## src/design/cache_pkg.sv

```systemverilog
package cache_pkg;

    // geometry
    localparam int WORD_W      = 32;   // data and address width
    localparam int CACHE_BYTES = 128;  // total capacity
    localparam int BLOCK_WORDS = 2;    // words per line
    localparam int N_WAYS      = 2;    // two-way set associative

    // derived widths
    localparam int N_SETS  = CACHE_BYTES / (BLOCK_WORDS * N_WAYS * (WORD_W / 8));
    localparam int SET_W   = $clog2(N_SETS);
    localparam int BLOCK_W = $clog2(BLOCK_WORDS);
    localparam int TAG_W   = WORD_W - SET_W - BLOCK_W - 2;

    // controller state codes
    localparam int ST_W              = 3;
    localparam logic [ST_W-1:0] ST_IDLE   = 3'd0;
    localparam logic [ST_W-1:0] ST_WB     = 3'd1;  // dirty victim out
    localparam logic [ST_W-1:0] ST_FETCH  = 3'd2;  // line fill
    localparam logic [ST_W-1:0] ST_FL_SET = 3'd3;  // step to next set
    localparam logic [ST_W-1:0] ST_FL_WAY = 3'd4;  // look at one way
    localparam logic [ST_W-1:0] ST_FL_WR  = 3'd5;  // write the dirty way out

    // one address word, read flat or split into cache fields
    typedef union packed {
        logic [WORD_W-1:0] word;
        struct packed {
            logic [TAG_W-1:0]   tag;
            logic [SET_W-1:0]   set;
            logic [BLOCK_W-1:0] block;
            logic [1:0]         byte_off;  // always zero on the memory side
        } fields;
    } cache_addr_t;

endpackage

```

## src/design/cache_store.sv

```systemverilog
module cache_store
    import cache_pkg::*;
(
    input  logic                  CLK,
    input  logic                  nRST,
    input  cache_addr_t           addr,
    input  logic [BLOCK_W-1:0]    word_idx,
    input  logic [WORD_W-1:0]     wdata,
    input  logic [WORD_W/8-1:0]   byte_en,
    // qualified hits from the controller
    input  logic                  wr_hit,
    input  logic                  rd_hit,
    // line fill
    input  logic                  fill_we,
    input  logic [WORD_W-1:0]     fill_data,
    input  logic                  fill_commit,
    // victim write-back done
    input  logic                  wb_clean,
    // flush scan
    input  logic [SET_W-1:0]      scan_set,
    input  logic                  scan_way,
    input  logic                  scan_clean,
    output logic                  hit,
    output logic [WORD_W-1:0]     rdata,
    output logic                  victim_dirty,
    output logic [TAG_W-1:0]      victim_tag,
    output logic [WORD_W-1:0]     line_word,
    output logic                  scan_dirty,
    output logic [TAG_W-1:0]      scan_tag,
    output logic [WORD_W-1:0]     scan_word
);

    // arrays
    logic [TAG_W-1:0]  tags [N_SETS][N_WAYS];
    logic [WORD_W-1:0] data [N_SETS][N_WAYS][BLOCK_WORDS];
    logic [N_SETS-1:0][N_WAYS-1:0] valid;
    logic [N_SETS-1:0][N_WAYS-1:0] dirty;
    logic [N_SETS-1:0]             lru;  // way touched last, per set

    // request fields
    logic [TAG_W-1:0]   a_tag;
    logic [SET_W-1:0]   a_set;
    logic [BLOCK_W-1:0] a_blk;

    logic [N_WAYS-1:0] way_hit;
    logic              hit_way;
    logic              victim_way;

    assign a_tag = addr.fields.tag;
    assign a_set = addr.fields.set;
    assign a_blk = addr.fields.block;

    // tag compare on both ways
    always_comb begin
        for (int w = 0; w < N_WAYS; w++) begin
            way_hit[w] = valid[a_set][w] && (tags[a_set][w] == a_tag);
        end
    end

    assign hit     = |way_hit;
    assign hit_way = way_hit[1];  // way 0 when no hit
    assign rdata   = data[a_set][hit_way][a_blk];

    // replace the way not used last
    assign victim_way   = ~lru[a_set];
    assign victim_dirty = valid[a_set][victim_way] && dirty[a_set][victim_way];
    assign victim_tag   = tags[a_set][victim_way];
    assign line_word    = data[a_set][victim_way][word_idx];

    // flush scan port
    assign scan_dirty = valid[scan_set][scan_way] && dirty[scan_set][scan_way];
    assign scan_tag   = tags[scan_set][scan_way];
    assign scan_word  = data[scan_set][scan_way][word_idx];

    // line status and lru
    always_ff @(posedge CLK, negedge nRST) begin
        if (!nRST) begin
            valid <= '0;
            dirty <= '0;
            lru   <= '0;
        end else begin
            if (rd_hit || wr_hit) begin
                lru[a_set] <= hit_way;
            end
            if (wr_hit) begin
                dirty[a_set][hit_way] <= 1'b1;  // line now differs from memory
            end
            if (wb_clean) begin
                dirty[a_set][victim_way] <= 1'b0;
            end
            if (fill_commit) begin
                valid[a_set][victim_way] <= 1'b1;
                dirty[a_set][victim_way] <= 1'b0;
            end
            if (scan_clean) begin
                dirty[scan_set][scan_way] <= 1'b0;
            end
        end
    end

    // payload, no reset
    always_ff @(posedge CLK) begin
        if (wr_hit) begin
            // merge only the enabled bytes
            for (int b = 0; b < WORD_W / 8; b++) begin
                if (byte_en[b]) begin
                    data[a_set][hit_way][a_blk][8*b +: 8] <= wdata[8*b +: 8];
                end
            end
        end
        if (fill_we) begin
            data[a_set][victim_way][word_idx] <= fill_data;  // one fetched word
        end
        if (fill_commit) begin
            tags[a_set][victim_way] <= a_tag;
        end
    end

    // fill always lands in the victim, so a tag can sit in one way only
    assert property (@(posedge CLK) disable iff (!nRST) $onehot0(way_hit))
        else $error("both ways hit in set %0d", a_set);

endmodule

```

## src/design/cache_ctrl.sv

```systemverilog
module cache_ctrl
    import cache_pkg::*;
(
    input  logic                CLK,
    input  logic                nRST,
    input  logic                ren,
    input  logic                wen,
    input  cache_addr_t         addr,
    input  logic                flush,
    input  logic                hit,
    input  logic                victim_dirty,
    input  logic [TAG_W-1:0]    victim_tag,
    input  logic [WORD_W-1:0]   line_word,
    input  logic                scan_dirty,
    input  logic [TAG_W-1:0]    scan_tag,
    input  logic [WORD_W-1:0]   scan_word,
    input  logic                mem_busy,
    output logic                busy,
    output logic                flush_done,
    output logic                rd_hit,
    output logic                wr_hit,
    output logic [BLOCK_W-1:0]  word_idx,
    output logic                fill_we,
    output logic                fill_commit,
    output logic                wb_clean,
    output logic [SET_W-1:0]    scan_set,
    output logic                scan_way,
    output logic                scan_clean,
    output logic                mem_ren,
    output logic                mem_wen,
    output logic [WORD_W-1:0]   mem_addr,
    output logic [WORD_W-1:0]   mem_wdata
);

    logic [ST_W-1:0]    state, next_state;
    logic [BLOCK_W-1:0] word_cnt, next_word;
    logic               way_cnt, next_way;
    logic [SET_W-1:0]   set_cnt, next_set;
    logic               last_word, last_way, last_set;
    cache_addr_t        mem_a;

    assign last_word = (word_cnt == BLOCK_W'(BLOCK_WORDS - 1));
    assign last_way  = (way_cnt == 1'(N_WAYS - 1));
    assign last_set  = (set_cnt == SET_W'(N_SETS - 1));

    assign word_idx = word_cnt;  // shared by write-back, fill and scan
    assign scan_set = set_cnt;
    assign scan_way = way_cnt;
    assign mem_addr = mem_a.word;

    always_ff @(posedge CLK, negedge nRST) begin
        if (!nRST) begin
            state    <= ST_IDLE;
            word_cnt <= '0;
            way_cnt  <= 1'b0;
            set_cnt  <= '0;
        end else begin
            state    <= next_state;
            word_cnt <= next_word;
            way_cnt  <= next_way;
            set_cnt  <= next_set;
        end
    end

    always_comb begin
        next_state  = state;
        next_word   = word_cnt;
        next_way    = way_cnt;
        next_set    = set_cnt;
        busy        = 1'b1;  // low only on an idle hit
        flush_done  = 1'b0;
        rd_hit      = 1'b0;
        wr_hit      = 1'b0;
        fill_we     = 1'b0;
        fill_commit = 1'b0;
        wb_clean    = 1'b0;
        scan_clean  = 1'b0;
        mem_ren     = 1'b0;
        mem_wen     = 1'b0;
        mem_a.word  = addr.word;
        mem_wdata   = line_word;

        case (state)
            ST_IDLE: begin
                if (ren || wen) begin
                    if (hit) begin
                        busy   = 1'b0;
                        rd_hit = ren;
                        wr_hit = wen;
                    end else if (victim_dirty) begin
                        next_state = ST_WB;  // victim out first
                    end else begin
                        next_state = ST_FETCH;
                    end
                end else if (flush) begin
                    next_set   = '0;
                    next_way   = 1'b0;
                    next_state = ST_FL_WAY;
                end
            end
            ST_WB: begin
                mem_wen    = 1'b1;
                mem_a.word = {victim_tag, addr.fields.set, word_cnt, 2'b00};
                mem_wdata  = line_word;
                if (!mem_busy) begin
                    if (last_word) begin
                        wb_clean   = 1'b1;
                        next_word  = '0;
                        next_state = ST_FETCH;
                    end else begin
                        next_word = word_cnt + 1'b1;
                    end
                end
            end
            ST_FETCH: begin
                mem_ren    = 1'b1;
                mem_a.word = {addr.fields.tag, addr.fields.set, word_cnt, 2'b00};
                if (!mem_busy) begin
                    fill_we = 1'b1;  // word is on mem_rdata now
                    if (last_word) begin
                        fill_commit = 1'b1;
                        next_word   = '0;
                        next_state  = ST_IDLE;  // request hits next cycle
                    end else begin
                        next_word = word_cnt + 1'b1;
                    end
                end
            end
            ST_FL_WAY: begin
                if (scan_dirty) begin
                    next_word  = '0;
                    next_state = ST_FL_WR;
                end else if (last_way) begin
                    next_state = ST_FL_SET;
                end else begin
                    next_way = way_cnt + 1'b1;
                end
            end
            ST_FL_WR: begin
                mem_wen    = 1'b1;
                mem_a.word = {scan_tag, set_cnt, word_cnt, 2'b00};
                mem_wdata  = scan_word;
                if (!mem_busy) begin
                    if (last_word) begin
                        scan_clean = 1'b1;
                        next_word  = '0;
                        next_state = ST_FL_WAY;  // now clean, so it moves on
                    end else begin
                        next_word = word_cnt + 1'b1;
                    end
                end
            end
            ST_FL_SET: begin
                next_way = 1'b0;
                if (last_set) begin
                    flush_done = 1'b1;
                    next_set   = '0;
                    next_state = ST_IDLE;
                end else begin
                    next_set   = set_cnt + 1'b1;
                    next_state = ST_FL_WAY;
                end
            end
            default: next_state = ST_IDLE;
        endcase
    end

    assert property (@(posedge CLK) disable iff (!nRST) !(ren && wen))
        else $error("ren and wen raised together");

    // done only after the last way of the last set was looked at
    assert property (@(posedge CLK) disable iff (!nRST)
        flush_done |-> ($past(state) == ST_FL_WAY) && !$past(scan_dirty))
        else $error("flush_done outside flush sequence");

endmodule

```

## src/design/l1_cache.sv

```systemverilog
module l1_cache
    import cache_pkg::*;
(
    input  logic                  CLK,
    input  logic                  nRST,
    // processor bus
    input  logic                  ren,
    input  logic                  wen,
    input  cache_addr_t           addr,
    input  logic [WORD_W-1:0]     wdata,
    input  logic [WORD_W/8-1:0]   byte_en,
    output logic [WORD_W-1:0]     rdata,
    output logic                  busy,
    // flush command
    input  logic                  flush,
    output logic                  flush_done,
    // memory bus
    output logic                  mem_ren,
    output logic                  mem_wen,
    output logic [WORD_W-1:0]     mem_addr,
    output logic [WORD_W-1:0]     mem_wdata,
    input  logic                  mem_busy,
    input  logic [WORD_W-1:0]     mem_rdata
);

    // store <-> controller
    logic               hit, rd_hit, wr_hit;
    logic [BLOCK_W-1:0] word_idx;
    logic               fill_we, fill_commit, wb_clean;
    logic               victim_dirty;
    logic [TAG_W-1:0]   victim_tag;
    logic [WORD_W-1:0]  line_word;
    logic [SET_W-1:0]   scan_set;
    logic               scan_way, scan_clean, scan_dirty;
    logic [TAG_W-1:0]   scan_tag;
    logic [WORD_W-1:0]  scan_word;

    cache_store u_store (
        .CLK, .nRST,
        .addr, .word_idx, .wdata, .byte_en,
        .wr_hit, .rd_hit,
        .fill_we, .fill_data(mem_rdata), .fill_commit,  // fill straight off the bus
        .wb_clean,
        .scan_set, .scan_way, .scan_clean,
        .hit, .rdata,
        .victim_dirty, .victim_tag, .line_word,
        .scan_dirty, .scan_tag, .scan_word
    );

    cache_ctrl u_ctrl (
        .CLK, .nRST,
        .ren, .wen, .addr, .flush,
        .hit, .victim_dirty, .victim_tag, .line_word,
        .scan_dirty, .scan_tag, .scan_word,
        .mem_busy,
        .busy, .flush_done,
        .rd_hit, .wr_hit, .word_idx,
        .fill_we, .fill_commit, .wb_clean,
        .scan_set, .scan_way, .scan_clean,
        .mem_ren, .mem_wen, .mem_addr, .mem_wdata
    );

endmodule

```

## config.mk

```make
export PLATFORM = sky130hd
export DESIGN_NAME = l1_cache
export DESIGN_NICKNAME = d
export VERILOG_FILES = /design/src/design/cache_pkg.sv /design/src/design/cache_store.sv /design/src/design/cache_ctrl.sv /design/src/design/l1_cache.sv
export SDC_FILE = /design/constraint.sdc
export NUM_CORES = 2
export LEC_CHECK = 0
export BUFFER_PORTS_ARGS = -buffer_cell sky130_fd_sc_hd__buf_2
export CORE_ASPECT_RATIO = 2
export CORE_MARGIN = 3
export CORE_UTILIZATION = 45
export DETAILED_ROUTE_END_ITERATION = 16
export PLACE_DENSITY_LB_ADDON = 0.1
export SLEW_MARGIN = 5
export SYNTH_ARGS = -nofsm -noshare
export SYNTH_HDL_FRONTEND = slang
export SYNTH_SLANG_ARGS = --single-unit
```

## constraint.sdc

```tcl
create_clock -name CLK -period 3.55 [get_ports CLK]
set_input_delay 0.1775 -clock CLK [delete_from_list [all_inputs] [get_ports CLK]]
set_output_delay 0.1775 -clock CLK [all_outputs]
set_load 0.02 [all_outputs]
```

-- Word level (Yosys, flattened, before mapping)
Memories as Yosys holds them, arrays and structs flattened.
Index checks and enable logic that the tools add are counted.
- $lt $le $gt $ge: 19
- add/subtract/negate cells: 3
- reductions and logical operators: 26
- multiply operators: 0
- shift operators: 0
- divide/modulo/power cells: 0
- equal/unequal tests: 22
- bitwise logic cells: 525
- muxes and demuxes: 660
- operators by type and width (kind ; count):
    64-bit two-way mux ; 14
    128-bit two-way mux ; 5
    1-bit two-way mux ; 562
    1-bit OR ; 512
    32-bit two-way mux ; 12
    64-bit demux with 1-bit select ; 5
    26-bit two-way mux ; 7
    32-bit demux with 1-bit select ; 5
    32-bit case mux with 3 select lines ; 1
    16-bit two-way mux ; 5
    26-bit == test ; 2
    52-bit two-way mux ; 1
    16-bit AND ; 3
    3-bit two-way mux ; 15
    16-bit NOT ; 2
    16-bit OR ; 2
    26-bit demux with 1-bit select ; 1
    2-bit binary-select mux with 3-bit select ; 4
    24-bit two-way mux ; 1
    2-bit demux with 3-bit select ; 3
    3-bit case mux with 6 select lines ; 1
    2-bit two-way mux ; 8
    2-bit != test (second input constant) ; 8
    1-bit logical AND ; 13
    33 further kinds ; 63
- input bits: 106
- RAM bits: 1440
- ROM bits: 0
- register bits after elaboration: 48
- bits in latches: 0
- memories kept: 2
- logic and storage cells: 1278
- memory list (memory ; depth ; width ; read ports ; clocked after memory_dff ; wr ports ; RTL line ; source):
    u_store.data ; 8 ; 128 ; 2 ; 0 ; 1 ; cache_store.sv:35 ; logic [WORD_W-1:0] data [N_SETS][N_WAYS][BLOCK_WORDS];
    u_store.tags ; 8 ; 52 ; 2 ; 0 ; 1 ; cache_store.sv:34 ; logic [TAG_W-1:0] tags [N_SETS][N_WAYS];

-- Logic depth before layout (Yosys ltp)
- depth after elaboration: 17
- gate-level depth with buffers: 16

-- Modules after synthesis
From an unflattened synthesis, not the netlist that was laid out.
- cells, all modules: 5488
- area total of the unflattened synthesis: 73141.4 µm²
- by module, submodules not included (module ; area each (µm²) ; cells an instance ; instances):
    cache_store ; 71402.2 ; 5284 ; 1
    cache_ctrl ; 1739.2 ; 204 ; 1

-- Worst setup path after synthesis
OpenSTA, ideal clock, no wires.
- kind: input to register
- from: input addr[5] (netlist name)
- to: memory u_store.tags[1][0] (netlist name) (enable)
- path buffers: 9
- stages: 12
- setup slack: -629 ps
- setup time: 410 ps
- data required time: 3140 ps
- arrival: 3769 ps
- cell sequence: buf_2 > buf_4 > buf_4 > buf_4 > buf_2 > buf_2 > buf_4 > a221oi_1 > clkbuf_1 > nand2_1 > clkbuf_1 > nor2_1
- longest elaborated chain between the ends: 9
- ends and longest elaborated chain (element ; RTL line ; source):
    from (decl) ; l1_cache.sv:9 ; input cache_addr_t addr,
    1-bit binary-select mux with 3-bit select ; cache_store.sv:65 ; assign victim_way = ~lru[a_set];
    1-bit two-way mux (implied by the code) ; cache_store.sv:65 ;
    1-bit NOT ; cache_store.sv:65 ;
    1-bit NOT with 2-bit output (implied by the code) ; cache_store.sv:115 ; tags[a_set][victim_way] <= a_tag;
    2-bit greater-or-equal comparator (implied by the code) / 2-bit by 1-bit less-than comparator with 1-bit output (equally long branches) ; cache_store.sv:115 ;
    1-bit logical AND (implied by the code) ; cache_store.sv:115 ;
    26-bit two-way mux (implied by the code) ; cache_store.sv:115 ;
    26-bit demux with 1-bit select ; cache_store.sv:115 ;
    52-bit two-way mux (implied by the code) ; cache_store.sv:115 ;
    to (decl) ; cache_store.sv:34 ;
Parallel ways exist; a longest one is shown, timed or not. The select of a mux whose other input is x is not followed.

==> out/qor.txt <==
synth top area cells -> edfxtp_1 60%, a22oi_1 5.5%, mux4_2 5.4%
H-tree depth -> 4
Critical R2R Capture -> u_store.data[5][96]$_DFFE_PP_
Clk pin slew, worst setup/hold paths -> 0.07 ns
EDFF count, synth -> 1,440
clock tree root driver cell -> clkbuf_16
Area growth syn-to-layout -> 33.4%
CTS tree -> yes
vias in the first global route -> 61,900
FF+latch count, synth -> 1,488
grt met1 use -> 46.9%
max cap viols -> 0
main flop type after synthesis -> edfxtp_1
Worst-Skew Late Latency -> 0.83 ns
Leakage -> 33.3 nW
clk buf depth -> 4
power per standard cell area -> 634 nW/µm²
DR vias -> 62,400
top cell type's share of synthesized area -> 60.4%
Detailed Place HPWL -> 244,000 µm
Max VDD drop -> 495 µV
Async SR Flop Fraction -> 3.23%
Vias/cell -> 7.19
CP Data Required Time -> 3.37 ns
Synth cell types -> 76
CP Launch Type -> register
site row count -> 206
worst r2r src -> u_store.tags[5][11]$_DFFE_PP_
Final Hold Vio Count -> 0
Mapped Cells -> 5,232
worst path arrival time -> 4.24 ns
Setup CP Type -> register to output port
layout cells sized above 1 -> 37.0%
GRT Total Usage -> 44.1%
register area share after synthesis -> 62.1%
crit path launch -> u_store.tags[5][11]$_DFFE_PP_
most common cell after layout, fill and taps aside -> edfxtp_1
DIE AREA -> 164,000 µm²
synth warn -> 0
register area -> 44,500 µm²
die extent in x -> 288 µm
largest net degree at the start of global routing -> 89
multi-input combinational cell area -> 27,500 µm²
flop2flop setup slack -> -0.58 ns
RSZ-0062 raised after global routing -> true
final setup violation count -> 1,126
drc violations -> 0
R2R cell count -> 18
Final period util -> 124%
Final min period -> 4.42 ns
syn avg cell area -> 13.7 µm²
final net count -> 6,573
Worst Skew -> 0.0452 ns
initial antenna violation count -> 34
Die H -> 570 µm
PnR worst setup slack -> -0.869 ns
CP Capture Type -> output port
M3 GR Usage -> 11.3%
Post-Place Cell Area -> 83,600 µm²
GR Layer Usage met2 -> 70.2%
Synth area leader -> edfxtp_1
Fmax -> 226 MHz
final RePlAce weighted congestion -> 1.05
Final Instance Area -> 95,500 µm²
Min-Delay Path Class -> input port to register
syn_nets -> 5,340
Initial Util -> 45.4%
Routed WL -> 367,000 µm
initial DRC count -> 8,547
filler instances -> 12,400
CTS sink count -> 1,488
most frequent cells in the layout -> 1,440 x edfxtp_1, 836 x buf_4, 478 x a22oi_1
Netlist Area Pre-Place -> 71,600 µm²
drt wl/cell -> 42.3 µm
GRT Max-Usage Layer -> met2
worst-path maximum fanout -> 12
global-route wire length before repair -> 497,000 µm
failing checks -> setup timing
Slew Limit Fails -> 0
Setup crit end -> rdata[24]
Final ANT Viol Nets -> 0
worst slew pin tran -> 1.41 ns
status -> finished with violations
Num CTS Buffers -> 148
First-pass DRT Iterations -> 8
total global routing overflow -> 0
I/O pins -> 206
Core Footprint -> 158,000 µm²
total power -> 60.5 mW
Port-buffer cells -> 205
slew margin rel. -> 5.39%
==> metrics by stage <==
| step | util [%] | setup TNS (ns) | worst slack [ns] | std cells | hold slack [ns] |
|---|---|---|---|---|---|
| final | 60.5 | -300.28 | -0.869 | 8679 | 0.0504 |
| after global routing | 60.5 | -329.67 | -0.898 | 8659 | 0.0565 |
| after CTS | 60.2 | -173.54 | -0.810 | 8631 | 0.0203 |
| after detailed placement | 53.0 | -533.01 | -0.612 | 8060 | 0.306 |
| after global placement | 53.0 | -479.64 | -0.546 | 8060 | 0.304 |
| after floorplan | - | -21.51 | -0.282 | 5232 | -0.118 |
==> power breakdown <==
part	total, mW	switching (mW)	internal [mW]
clock	16.0	7.10	8.86
combinational	24.5	14.8	9.71
sequential	20.0	0.301	19.7
total	60.5	22.2	38.3
==> sequential cells by signal, summed over array words and instances (netlist names) <==
signal and flops:
u_ctrl.state 3, u_store.tags 416, u_store.valid 16, u_store.lru 8, u_ctrl.scan_way 1, u_store.data 1024, u_store.dirty 16, u_ctrl.word_idx 1
u_ctrl.scan_set 3
==> worst max-delay path, stage by stage, from the launching register on <==
cell      delay, ns
edfxtp_1       0.41
mux4_2         0.49
mux2i_1        0.17
buf_4          0.19
xnor2_4        0.11
a211oi_2       0.17
buf_4          0.19
nand4_1        0.13
or4_4          0.56
buf_12         0.20
buf_12         0.16
mux4_2         0.46
buf_6          0.15
==> synth_stat cells, types with 6 or more instances <==
library cell,instances
a22o_1,118
a221o_1,26
nor2_1,336
a22oi_1,528
a31oi_1,47
a311o_1,13
nor4_1,11
nor3_1,33
o221ai_1,14
mux2_2,205
mux2i_1,252
mux4_2,172
buf_4,15
nand4_1,109
nand3_1,75
a211oi_1,33
o311ai_0,6
o211ai_1,27
o21ai_0,176
buf_1,73
a222oi_1,13
o22ai_1,27
a41oi_1,11
nor2b_1,16
buf_2,64
clkbuf_1,292
a21oi_1,194
or2_2,19
xnor2_1,35
nand2_1,391
dfrtp_1,48
mux2_1,23
edfxtp_1,1440
inv_1,11
and2_1,17
nand2b_1,6
o2bb2ai_1,7
a221oi_1,232
and3_1,26
==> area by class of cell <==
cell class	count	area share, %
Tap cell	2080	2.73
Multi-Input combinational cell	3282	28.8
Clock inverter	83	0.904
Sequential cell	1488	46.6
Clock buffer	174	4.07
Inverter	15	0.0786
Antenna cell	27	0.0708
Timing Repair Buffer	1530	16.8
==> metal layers <==
| layer | vias up | wire (µm) |
|---|---|---|
| li1 | 23900 | - |
| met1 | 31000 | 111000 |
| met2 | 5587 | 169000 |
| met3 | 1960 | 40800 |
| met4 | 16 | 47000 |
| met5 | - | 122 |
==> cell families (layout without fill, tap and decap cells) <==
logic type,Yosys count,count (layout),share of synthesized area [%]
AOI/OAI and AO/OA,1523,1523,15.6
DFF,1488,1488,62.1
and+or+nand+nor,1066,1066,6.69
muxes,652,652,12.5
buffers and inverters,462,1802,2.64
xor gates and xnor gates,39,39,0.477
adders and majority gates,2,2,0.0349
other,0,27,0
==> how the worst min path moves through the flow <==
stage	startpoint	end	slack [ns]	cells past startpoint
after global routing	wdata[24]	u_store.data[7][56]$_DFFE_PP_	0.06	2
after floorplan	nRST	u_ctrl.scan_set[0]$_DFFE_PN0P_	-0.12	0
after CTS	wen	u_ctrl.state[1]$_DFFE_PN0P_	0.02	5
after detailed placement	nRST	u_store.valid[2]$_DFFE_PN0P_	0.31	1
final	wen	u_ctrl.scan_set[0]$_DFFE_PN0P_	0.05	6
after global placement	nRST	u_store.valid[2]$_DFFE_PN0P_	0.30	1
==> repair_timing <==
item	4_1_cts	5_1_grt
gates cloned	39	0
pin swaps	185	26
hold buffers	103	0
endpoints found under the setup margin	1128	1159
hold endpoints to repair	1265	0
gates resized for setup	733	54
setup buffers	203	26
Power figures use the tool's default switching activity.
